[src/avr_periph_pkg.sv]
package avr_periph_pkg;

   // ====================
   // Widths and basic types
   // ====================

   localparam int DATA_W = 8;
   localparam int ADR_W  = 6;

   typedef logic [DATA_W-1:0] data_t;
   typedef logic [ADR_W-1:0]  io_adr_t;

   // Master request on the I/O bus
   typedef struct packed {
      io_adr_t adr;
      logic    iore;
      logic    iowe;
      data_t   dbus_in;
   } io_bus_t;

   // Read response of one slave
   typedef struct packed {
      logic  out_en;
      data_t dbus;
   } io_slv_t;

   localparam int N_SLAVES = 4;

   // ====================
   // Interrupt vector
   // ====================

   localparam int IRQS_WIDTH  = 23;
   localparam int IRQ_EXT1    = 1;
   localparam int IRQ_TC0_CMP = 14;
   localparam int IRQ_TC0_OVF = 15;

   // ====================
   // I/O addresses
   // ====================

   // Port A
   localparam io_adr_t PINA_ADR  = 6'h19;
   localparam io_adr_t DDRA_ADR  = 6'h1A;
   localparam io_adr_t PORTA_ADR = 6'h1B;

   // Port B
   localparam io_adr_t PINB_ADR  = 6'h16;
   localparam io_adr_t DDRB_ADR  = 6'h17;
   localparam io_adr_t PORTB_ADR = 6'h18;

   // Timer 0
   localparam io_adr_t TCCR0_ADR  = 6'h33;
   localparam io_adr_t TCNT0_ADR  = 6'h32;
   localparam io_adr_t OCR0_ADR   = 6'h31;
   localparam io_adr_t TIMSK0_ADR = 6'h37;
   localparam io_adr_t TIFR0_ADR  = 6'h36;

   // Watchdog
   localparam io_adr_t WDTCR_ADR = 6'h21;

endpackage

[src/io_port.sv]
module io_port import avr_periph_pkg::*; #(
   parameter io_adr_t portx_adr  = PORTA_ADR,
   parameter io_adr_t ddrx_adr   = DDRA_ADR,
   parameter io_adr_t pinx_adr   = PINA_ADR,
   parameter int      port_width = DATA_W
) (
   input  logic                  cp2,
   input  logic                  rst,
   input  io_bus_t               bus,
   input  logic [port_width-1:0] pinx,
   output io_slv_t               slv,
   output logic [port_width-1:0] portx,
   output logic [port_width-1:0] ddrx
);

   logic                  portx_wr;
   logic                  ddrx_wr;
   logic [port_width-1:0] pin_meta;
   logic [port_width-1:0] pin_sync;

   assign portx_wr = bus.iowe && (bus.adr == portx_adr);
   assign ddrx_wr  = bus.iowe && (bus.adr == ddrx_adr);

   // PORT and DDR registers
   always_ff @(posedge cp2) begin
      if (rst) begin
         portx <= '0;
         ddrx  <= '0;
      end else begin
         if (portx_wr) begin
            portx <= bus.dbus_in[port_width-1:0];
         end
         if (ddrx_wr) begin
            ddrx <= bus.dbus_in[port_width-1:0];
         end
      end
   end

   // Two-flop PIN synchronizer
   always_ff @(posedge cp2) begin
      if (rst) begin
         pin_meta <= '0;
         pin_sync <= '0;
      end else begin
         pin_meta <= pinx;
         pin_sync <= pin_meta;
      end
   end

   // Read response with narrow ports zero extended
   always_comb begin
      slv = '0;
      if (bus.iore) begin
         case (bus.adr)
            portx_adr: begin
               slv.out_en = 1'b1;
               slv.dbus   = data_t'(portx);
            end
            ddrx_adr: begin
               slv.out_en = 1'b1;
               slv.dbus   = data_t'(ddrx);
            end
            pinx_adr: begin
               slv.out_en = 1'b1;
               slv.dbus   = data_t'(pin_sync);
            end
            default: slv = '0;
         endcase
      end
   end

endmodule

[src/timer0.sv]
module timer0 import avr_periph_pkg::*; (
   input  logic    cp2,
   input  logic    rst,
   input  io_bus_t bus,
   input  logic    tmr_ext,
   input  logic    irq_ack_cmp,
   input  logic    irq_ack_ovf,
   output io_slv_t slv,
   output logic    irq_cmp,
   output logic    irq_ovf
);

   // Flag positions in TIFR0 and TIMSK0
   localparam int TOV_BIT = 0;
   localparam int OCF_BIT = 1;

   data_t      tccr0;
   data_t      tcnt0;
   data_t      ocr0;
   data_t      timsk0;
   data_t      tifr_rd;
   data_t      tcnt_inc;
   logic       tov;
   logic       ocf;
   logic [2:0] presc;
   logic       ext_meta;
   logic       ext_sync;
   logic       ext_last;
   logic       ext_rise;
   logic       cnt_en;
   logic       ovf_evt;
   logic       cmp_evt;
   logic       tov_clr;
   logic       ocf_clr;
   logic       tifr_wr;

   // ====================
   // Count source
   // ====================

   assign ext_rise = ext_sync && !ext_last;

   always_comb begin
      case (tccr0[1:0])
         2'd0:    cnt_en = 1'b0;
         2'd1:    cnt_en = 1'b1;
         2'd2:    cnt_en = (presc == 3'd7);
         default: cnt_en = ext_rise;
      endcase
   end

   // A CPU write to TCNT0 wins over counting
   assign tcnt_inc = tcnt0 + 8'd1;
   assign ovf_evt  = cnt_en && !(bus.iowe && bus.adr == TCNT0_ADR) && (tcnt0 == 8'hFF);
   assign cmp_evt  = cnt_en && !(bus.iowe && bus.adr == TCNT0_ADR) && (tcnt_inc == ocr0);

   assign tifr_wr = bus.iowe && (bus.adr == TIFR0_ADR);
   assign tov_clr = irq_ack_ovf || (tifr_wr && bus.dbus_in[TOV_BIT]);
   assign ocf_clr = irq_ack_cmp || (tifr_wr && bus.dbus_in[OCF_BIT]);

   always_ff @(posedge cp2) begin
      if (rst) begin
         tccr0    <= '0;
         tcnt0    <= '0;
         ocr0     <= '0;
         timsk0   <= '0;
         tov      <= 1'b0;
         ocf      <= 1'b0;
         presc    <= '0;
         ext_meta <= 1'b0;
         ext_sync <= 1'b0;
         ext_last <= 1'b0;
      end else begin
         presc    <= presc + 3'd1;
         ext_meta <= tmr_ext;
         ext_sync <= ext_meta;
         ext_last <= ext_sync;
         if (bus.iowe && bus.adr == TCCR0_ADR) begin
            tccr0 <= bus.dbus_in;
         end
         if (bus.iowe && bus.adr == OCR0_ADR) begin
            ocr0 <= bus.dbus_in;
         end
         if (bus.iowe && bus.adr == TIMSK0_ADR) begin
            timsk0 <= bus.dbus_in;
         end
         if (bus.iowe && bus.adr == TCNT0_ADR) begin
            tcnt0 <= bus.dbus_in;
         end else if (cnt_en) begin
            tcnt0 <= tcnt_inc;
         end
         // Set has priority over clear
         tov <= ovf_evt || (tov && !tov_clr);
         ocf <= cmp_evt || (ocf && !ocf_clr);
      end
   end

   assign irq_ovf = tov && timsk0[TOV_BIT];
   assign irq_cmp = ocf && timsk0[OCF_BIT];

   // ====================
   // Read response
   // ====================

   always_comb begin
      tifr_rd          = '0;
      tifr_rd[TOV_BIT] = tov;
      tifr_rd[OCF_BIT] = ocf;
      slv              = '0;
      if (bus.iore) begin
         slv.out_en = 1'b1;
         case (bus.adr)
            TCCR0_ADR:  slv.dbus = tccr0;
            TCNT0_ADR:  slv.dbus = tcnt0;
            OCR0_ADR:   slv.dbus = ocr0;
            TIMSK0_ADR: slv.dbus = timsk0;
            TIFR0_ADR:  slv.dbus = tifr_rd;
            default:    slv      = '0;
         endcase
      end
   end

endmodule

[src/watchdog.sv]
module watchdog import avr_periph_pkg::*; (
   input  logic    cp2,
   input  logic    rst,
   input  io_bus_t bus,
   input  logic    wdri,
   output io_slv_t slv,
   output logic    wdovf
);

   localparam int CNT_W   = 12;
   localparam int WDE_BIT = 3;

   data_t            wdtcr;
   logic [CNT_W-1:0] cnt;
   logic [CNT_W-1:0] period_m1;
   logic             wdtcr_wr;
   logic             wd_en;
   logic             wd_clr;
   logic             timeout;

   assign wdtcr_wr = bus.iowe && (bus.adr == WDTCR_ADR);
   assign wd_en    = wdtcr[WDE_BIT];
   assign wd_clr   = wdtcr_wr || wdri;

   // Last count before wrap in a period of 16 << WDP
   assign period_m1 = (CNT_W'(16) << wdtcr[2:0]) - CNT_W'(1);
   assign timeout   = wd_en && !wd_clr && (cnt == period_m1);

   always_ff @(posedge cp2) begin
      if (rst) begin
         wdtcr <= '0;
         cnt   <= '0;
         wdovf <= 1'b0;
      end else begin
         if (wdtcr_wr) begin
            wdtcr <= bus.dbus_in;
         end
         // Pulse lands P cycles after the last clear
         wdovf <= timeout;
         if (wd_clr || timeout) begin
            cnt <= '0;
         end else if (wd_en) begin
            cnt <= cnt + CNT_W'(1);
         end
      end
   end

   // WDTCR reads back as written
   always_comb begin
      slv = '0;
      if (bus.iore && bus.adr == WDTCR_ADR) begin
         slv.out_en = 1'b1;
         slv.dbus   = wdtcr;
      end
   end

endmodule

[src/io_read_mux.sv]
module io_read_mux import avr_periph_pkg::*; #(
   parameter int n_slaves = N_SLAVES
) (
   input  io_slv_t [n_slaves-1:0] slv_in,
   output logic                   out_en,
   output data_t                  dbus_out
);

   // Chain runs from the top index down, so slot 0 has the last word
   io_slv_t [n_slaves:0] chain;

   assign chain[n_slaves] = '0;

   for (genvar i = 0; i < n_slaves; i++) begin : g_chain
      assign chain[i].out_en = slv_in[i].out_en | chain[i+1].out_en;
      assign chain[i].dbus   = slv_in[i].out_en ? slv_in[i].dbus : chain[i+1].dbus;
   end

   // Zero when no slave responds
   assign out_en   = chain[0].out_en;
   assign dbus_out = chain[0].dbus;

endmodule

[src/peripherals.sv]
module peripherals import avr_periph_pkg::*; #(
   parameter bit impl_wdt = 1'b1
) (
   input  logic                  cp2,
   input  logic                  rst,
   input  io_bus_t               bus,
   input  logic [IRQS_WIDTH-1:0] irq_ack,
   input  logic                  ext_irq1,
   input  data_t                 porta_pinx,
   input  data_t                 portb_pinx,
   input  logic                  tmr_ext_1,
   input  logic                  wdri,
   output logic                  out_en,
   output data_t                 dbus_out,
   output logic [IRQS_WIDTH-1:0] irqlines,
   output data_t                 porta_portx,
   output data_t                 porta_ddrx,
   output data_t                 portb_portx,
   output data_t                 portb_ddrx,
   output logic                  wdt_wdovf
);

   // Read slots, lower index wins
   localparam int SLV_WDT   = 0;
   localparam int SLV_TMR   = 1;
   localparam int SLV_PORTA = 2;
   localparam int SLV_PORTB = 3;

   io_slv_t [N_SLAVES-1:0] slv;
   logic                   tc0_cmp_irq;
   logic                   tc0_ovf_irq;

   // ====================
   // Watchdog
   // ====================

   if (impl_wdt) begin : g_wdt
      watchdog u_wdt (
         .cp2   (cp2),
         .rst   (rst),
         .bus   (bus),
         .wdri  (wdri),
         .slv   (slv[SLV_WDT]),
         .wdovf (wdt_wdovf)
      );
   end else begin : g_no_wdt
      assign slv[SLV_WDT] = '0;
      assign wdt_wdovf    = 1'b0;
   end

   timer0 u_timer0 (
      .cp2         (cp2),
      .rst         (rst),
      .bus         (bus),
      .tmr_ext     (tmr_ext_1),
      .irq_ack_cmp (irq_ack[IRQ_TC0_CMP]),
      .irq_ack_ovf (irq_ack[IRQ_TC0_OVF]),
      .slv         (slv[SLV_TMR]),
      .irq_cmp     (tc0_cmp_irq),
      .irq_ovf     (tc0_ovf_irq)
   );

   // ====================
   // Parallel ports
   // ====================

   io_port #(
      .portx_adr  (PORTA_ADR),
      .ddrx_adr   (DDRA_ADR),
      .pinx_adr   (PINA_ADR),
      .port_width (DATA_W)
   ) u_porta (
      .cp2   (cp2),
      .rst   (rst),
      .bus   (bus),
      .pinx  (porta_pinx),
      .slv   (slv[SLV_PORTA]),
      .portx (porta_portx),
      .ddrx  (porta_ddrx)
   );

   io_port #(
      .portx_adr  (PORTB_ADR),
      .ddrx_adr   (DDRB_ADR),
      .pinx_adr   (PINB_ADR),
      .port_width (DATA_W)
   ) u_portb (
      .cp2   (cp2),
      .rst   (rst),
      .bus   (bus),
      .pinx  (portb_pinx),
      .slv   (slv[SLV_PORTB]),
      .portx (portb_portx),
      .ddrx  (portb_ddrx)
   );

   io_read_mux #(
      .n_slaves (N_SLAVES)
   ) u_read_mux (
      .slv_in   (slv),
      .out_en   (out_en),
      .dbus_out (dbus_out)
   );

   // Only ext_irq1 and the two timer 0 lines are live
   assign irqlines = (IRQS_WIDTH'(ext_irq1) << IRQ_EXT1)
                   | (IRQS_WIDTH'(tc0_cmp_irq) << IRQ_TC0_CMP)
                   | (IRQS_WIDTH'(tc0_ovf_irq) << IRQ_TC0_OVF);

endmodule

[config.mk]
export PLATFORM = sky130hd
export DESIGN_NAME = peripherals
export DESIGN_NICKNAME = d
export VERILOG_FILES = /design/src/avr_periph_pkg.sv /design/src/io_port.sv /design/src/timer0.sv /design/src/watchdog.sv /design/src/io_read_mux.sv /design/src/peripherals.sv
export SDC_FILE = /design/constraint.sdc
export NUM_CORES = 1
export LEC_CHECK = 0
export BUFFER_PORTS_ARGS = -buffer_cell sky130_fd_sc_hd__buf_2
export CAP_MARGIN = 20
export CORE_MARGIN = 3
export CORE_UTILIZATION = 30
export CTS_CLUSTER_DIAMETER = 80
export CTS_CLUSTER_SIZE = 24
export DETAILED_ROUTE_END_ITERATION = 8
export GPL_TIMING_DRIVEN = 0
export SLEW_MARGIN = 10
export SYNTH_ARGS = -nofsm -noshare
export SYNTH_HDL_FRONTEND = slang
export SYNTH_SLANG_ARGS = --single-unit
[constraint.sdc]
create_clock -name cp2 -period 2.15 [get_ports cp2]
set_input_delay 0.1075 -clock cp2 [delete_from_list [all_inputs] [get_ports cp2]]
set_output_delay 0.1075 -clock cp2 [all_outputs]
set_load 0.01 [all_outputs]
==> out/qor.yml, run 1 <==
seq_power_share_pct: 41.2
path_cells: "mux2_2 -> a22oi_1 -> o21ai_0 -> a21oi_1 -> o21ai_0 -> buf_2"
cap_violations: 0
synthCells: 655
globalRouteOverflowTotal: 0
place_congestion: 0.8649
antenna_left: 0
tightest_slew_ps: 768.5
drcViolationCount: 0
start_kind: "flop"
crit_buf_inv: 1
grt_pass1_vias: 4738
worstSetupEndpointType: "output pin"
min_path_type: "input port to flop"
synth_area_per_cell_um2: 8.959
rows: 50
antenna_found_initial: 0
power.switching_mw: 1.266
ys_ff_latch: 125
tns_ps: 0
mostFrequentLayoutCell: "dfxtp_1"
grt_max_degree: 17
vias: 5003
synth-edff-count: 0
yosys_warnings: 0
netlist_area_um2: 5868
finish.instance_area_um2: 7422
routed_via_density: 4.747
seq_area_frac_synth_pct: 42.64
drive_above_1_share_pct: 21.69
firstDrtPassIters: 5
cp.arrival_ps: 1970
status: "finished clean"
root_buffer: "clkbuf_16"
die_width_um: 145.9
fmax_ghz: 0.4813
cpPeakStageDelay_ps: 330
finalPower_mw: 5.755
die_y_um: 145.9
cts.htree.levels: 4
intPower_mw: 4.488
clock-sinks: 125
crit_path_frequent_cell: "o21ai_0"
cts.path.max_buffers: 2
placed_area_um2: 6620
numCtsBuffers: 17
cts_tree: "built"
period_needed_ps: 2078
avgRoutedWirePerCell_um: 16.52
clock_skew_ps: 9.334
core_um2: 18960
nets: 845
crit_path_top_delay_cell: "dfxtp_1"
clk_pin_slew_worst_paths_ps: 50
pwr-share-comb_pct: 6.3
drt_iter0_drc: 373
clkPwrFrac_pct: 52.5
cp_max_fo: 3
clk_latency_ps: 420
ys.flop_type: "dfxtp_1"
post_cts_buffers: 0
hold_viol: 0
layout_common_cells: "125 x dfxtp_1, 86 x buf_2, 67 x nor2_1, 51 x mux2i_1, 50 x nand2_1"
p_leak_nw: 2.953
powerDensity_nw_per_um2: 775.3
syn_to_final_growth_pct: 26.48
swShare_pct: 22.00
crit_type: "flop to output pin"
hpwl_mm: 12.66
ys_types: 53
ir_worst_vdd_uv: 580.3
initial_core_util_pct: 30.96
wl_mm: 17.41
final-setup-viol-count: 0
async_reset_ff_share_pct: 0
finalWorstSetupSlack_ps: 72.45
largest_reg_flops: 12
portBuffers: 71
critPathRequiredTime_ps: 2040
report.final.slew_viol_count: 0
cp_top_family: "compound AO/OA/AOI/OAI gates"
max_slew_margin_pct: 48.77
gr-usage-all-layers_pct: 16.28
post-place-ws_ps: 83.28
largest-register: "g_wdt.u_wdt.cnt"
ios: 125
dieArea_um2: 21280
grt_pass1_wl_mm: 27.10
period_share_pct: 96.63
[power by group through the flow]
stage	Sequential [mW]	Clock [mW]	Combinational (mW)
4_1_cts	2.37	3.05	0.359
6_report	2.37	3.02	0.361
5_1_grt	2.38	3.15	0.393
3_5_place_dp	2.42	0	0.335
3_3_place_gp	2.42	0	0.334
2_1_floorplan	2.42	0	0.216
[area by class of cell]
type	instances	area, µm²
Fill cell	1912	11530
Multi-Input combinational cell	471	3030
Sequential cell	125	2502
Timing Repair Buffer	88	525.5
Clock buffer	20	456.7
Buffer	71	386.6
Tap cell	260	325.3
Clock inverter	11	166.4
Inverter	7	26.28
Antenna cell	1	2.502
[metal layers]
metal / global-route usage (%) / vias to the layer above / share of wire [%] / routed length (µm)
met5: 0 / - / 0 / 0
met4: 5.461 / 0 / 1.9 / 334
met3: 3.021 / 23 / 4.6 / 806
met2: 26.33 / 162 / 46 / 8079
met1: 21.90 / 2338 / 47 / 8192
li1: - / 2480 / - / -
[Yosys cell counts (2+ instances only)]
master / instances / area share [%]
clkbuf_1: 27 / 1.7
a22o_1: 8 / 1.2
o21ai_0: 33 / 2.8
mux2i_1: 51 / 8.7
and4bb_2: 2 / 0.43
and2_1: 3 / 0.32
dfxtp_1: 125 / 43
and3_1: 3 / 0.32
mux2_2: 16 / 3.1
xnor2_1: 20 / 3.0
a31oi_1: 2 / 0.21
o2bb2ai_1: 8 / 1.2
nor2_4: 2 / 0.38
a211oi_1: 9 / 1.2
a21oi_1: 35 / 3.0
inv_1: 7 / 0.45
ha_1: 4 / 0.85
a22oi_1: 8 / 1.0
nand2b_1: 2 / 0.21
or2_2: 2 / 0.21
a221oi_1: 6 / 0.90
buf_1: 3 / 0.19
xor2_1: 11 / 1.6
nor3_1: 17 / 1.4
nor2b_1: 43 / 4.6
and4b_1: 2 / 0.34
nand2_1: 50 / 3.2
buf_4: 25 / 3.2
buf_2: 15 / 1.3
nand3_1: 21 / 1.8
nor2_1: 67 / 4.3
nand4_1: 7 / 0.75
[path summary, 6_finish.rpt]
path | endpoint | startpoint | slack [ps] | depth (start not counted)
min | u_timer0.ocf | irq_ack[14] | 30 | 4
min reg2reg | u_timer0.presc[0] | u_timer0.presc[0] | 410 | 1
max reg2reg | u_timer0.ocf | u_timer0.presc[0] | 230 | 7
max | dbus_out[2] | u_porta.portx[2] | 70 | 6
[stage by stage]
step                utilization, %  hold slack (ps)  instances
detailed placement           34.92            320.5       1005
CTS                          39.11            11.60       1053
global placement             34.92            314.9       1005
floorplan                        -            235.7        674
global route                 39.14            18.20       1053
finish                       39.16            26.65       1054
[worst register-to-register path, cell delays in order, from the launching register on]
cell	delay, ps
dfxtp_1	330
ha_1	160
ha_1	170
a21oi_1	90
a31oi_1	520
and3_1	260
nand4_1	90
o31ai_1	200
[cell families (layout without fill, tap and decap cells)]
kind of cell / Yosys count / after routing / synth area share (%)
fa+ha+maj: 4 / 4 / 0.8529
compound gates: 118 / 118 / 12.81
buf+inv: 78 / 197 / 7.036
mux: 67 / 67 / 11.77
xor+xnor: 31 / 31 / 4.627
other cells: 1 / 21 / 0.06390
simple gates: 231 / 231 / 20.19
flops: 125 / 125 / 42.64
[what timing repair did]
action,4_1_cts,5_1_grt
hold buffers,17,0
gates resized for setup,0,2
setup endpoints to repair,0,2
hold endpoints to repair,17,0
(Power assumes the default switching activity.)
==> run 2, diff against run 1 <==
Settings changed: CORE_UTILIZATION 30 to 55, PLACE_DENSITY from default to 0.8.
==> run 2 against run 1 <==
Net effect:
- global-route usage is 12 points higher
- count of clock-buffer cells in the layout grew 1
- clock skew shrank 2.7 ps
- utilization grew 32 points
- hold slack improved by 23 ps
- first-iteration DRC count is 1.3% lower
- sequential share of layout area is 0.43 points higher
- routed wire length fell by 2.8%
- setup slack got worse by 43 ps
- fmax down 2.0%
- die area shrank 44%
- sequential power about the same
==> out/qor.yml, run 2 (synthesized netlist as in run 1, its figures left out) <==
final-setup-viol-count: 0  # unchanged
hold_viol: 0  # unchanged
cp_max_fo: 5  # +2
antenna_found_initial: 0  # unchanged
routed_via_density: 5.663  # +19%
p_leak_nw: 2.989  # +1.2%
grt_setup_unrepaired: "false"
cp.arrival_ps: 2010  # +40 ps
cts_tree: "built"
diodes: 0  # -1
critPathRequiredTime_ps: 2040  # about the same
initial_core_util_pct: 56.59  # +26 points
post_cts_buffers: 0  # unchanged
cts.htree.levels: 4  # unchanged
portBuffers: 71  # unchanged
syn_to_final_growth_pct: 24.90
rr_endpoint: "u_timer0.tcnt0[6]"
wl_mm: 16.93  # -2.8%
gr-usage-all-layers_pct: 28.71  # +12 points
hold_depth: 4  # unchanged
hold_path_end: "g_wdt.u_wdt.wdovf"
report.final.slew_viol_count: 0  # unchanged
fmax_ghz: 0.4716  # -2.0%
firstDrtPassIters: 5  # unchanged
layout_common_cells: "125 x dfxtp_1, 86 x buf_2, 67 x nor2_1, 51 x mux2i_1, 50 x nand2_1"
crit-reg2reg-launch: "u_timer0.presc[0]"
antenna_left: 0  # unchanged
worstSetupEndpointType: "output pin"
drive_above_1_share_pct: 21.73  # +0.044 points
nets: 847  # +0.24%
root_buffer: "clkbuf_8"
mostFrequentLayoutCell: "dfxtp_1"
max_slew_margin_pct: 45.83  # -2.9 points
reg2reg_depth: 7  # unchanged
hp-start: "rst"
globalRouteOverflowTotal: 0  # unchanged
start_kind: "flop"
tns_ps: 0  # unchanged
rows: 37  # -26%
clk_pin_slew_worst_paths_ps: 60  # about the same
tightest_slew_ps: 812.6  # +44.12 ps
largest_reg_flops: 12  # unchanged
ios: 125  # unchanged
r2r_slack_ps: 180  # -50 ps
drt_iter0_drc: 368  # -1.3%
dieArea_um2: 11940  # -44%
period_needed_ps: 2121  # +43.04 ps
vias: 5278  # +5.5%
numCtsBuffers: 17  # unchanged
finalPower_mw: 5.979  # +3.9%
place_congestion: 0.9374  # +8.4%
clock-sinks: 125  # unchanged
crit_type: "flop to output pin"
largest-register: "g_wdt.u_wdt.cnt"
period_share_pct: 98.63  # +2.0 points
grt_pass1_wl_mm: 25.81  # -4.8%
status: "finished clean"
core_um2: 10370  # -45%
cts.path.max_buffers: 2  # unchanged
cap_violations: 0  # unchanged
clock_skew_ps: 6.680  # -2.654 ps
avgRoutedWirePerCell_um: 18.16  # +9.9%
drcViolationCount: 0  # unchanged
ir_worst_vdd_uv: 697.8  # +20%
die_y_um: 109.3  # -25%
worstSetupStartpoint: "u_timer0.tccr0[1]"
min_path_type: "input port to flop"
die_width_um: 109.3  # -25%
grt_pass1_vias: 5076  # +7.1%
hpwl_mm: 11.47  # -9.4%
clk_latency_ps: 530  # +110 ps
powerDensity_nw_per_um2: 815.8  # +5.2%
grt_max_degree: 17  # unchanged
run 2: changes by cell type in the layout (fill, tap and decap cells not counted), sizes merged:
| cell | delta |
|---|---|
| dlygate4sd3 | +2 |
| bufinv | +2 |
| clkbuf | +1 |
| diode | -1 |
| clkinvlp | -2 |
run 2: final cells by class:
type	count	area, µm²
fill	750	3040
multi-input combinational	471	3028
sequential	125	2502
timing repair buffer	90	545.5
clock buffer	21	459.2
buffer	71	386.6
clock inverter	11	211.5
tap	136	170.2
inverter	7	26.28
run 2: per-stage QoR:
stage          setup slack (ps)  cell area (µm²)  cells  hold WS, ps  util, %
3_3_place_gp              235.8             6465    881        315.2    62.34
5_1_grt                   1.609             7330    932        50.34    70.68
4_1_cts                   29.28             7326    932        27.19    70.64
3_5_place_dp              217.1             6465    881        319.1    62.34
2_1_floorplan             529.6             5939    674        235.7        -
6_report                  29.41             7330    932        49.97    70.68
run 2: worst max-delay path by stage:
stage | endpoint | slack (ps) | depth (start not counted)
6_report | dbus_out[1] | 30 | 5
3_5_place_dp | dbus_out[4] | 220 | 8
3_3_place_gp | dbus_out[2] | 240 | 8
4_1_cts | dbus_out[0] | 30 | 6
2_1_floorplan | g_wdt.u_wdt.cnt[10] | 530 | 6
5_1_grt | dbus_out[0] | 2 | 6
run 2: repair_timing:
item | 4_1_cts | 5_1_grt
endpoints found under the hold margin | 21 | 0
endpoints found under the setup margin | 0 | 4
hold buffers | 19 | 0
resized for setup | 0 | 4
run 2: critical path, cell delays in order (launching register included):
cell and delay, ps:
dfxtp_1 350, mux2_2 280, a22o_1 200, a211oi_1 340, o21ai_0 150, buf_2 160
run 2: power breakdown:
part | switching [mW] | leakage (nW) | internal (mW)
combinational | 0.221 | 1.65 | 0.146
clock | 1.03 | 0.328 | 2.21
sequential | 0.0150 | 1.02 | 2.36
run 2: metal layers:
layer / part of all wire, % / global-route usage (%)
met4: 3.1 / 13.80
met5: 0 / 0
met3: 9.0 / 7.281
met1: 40 / 34.53
met2: 48 / 47.98
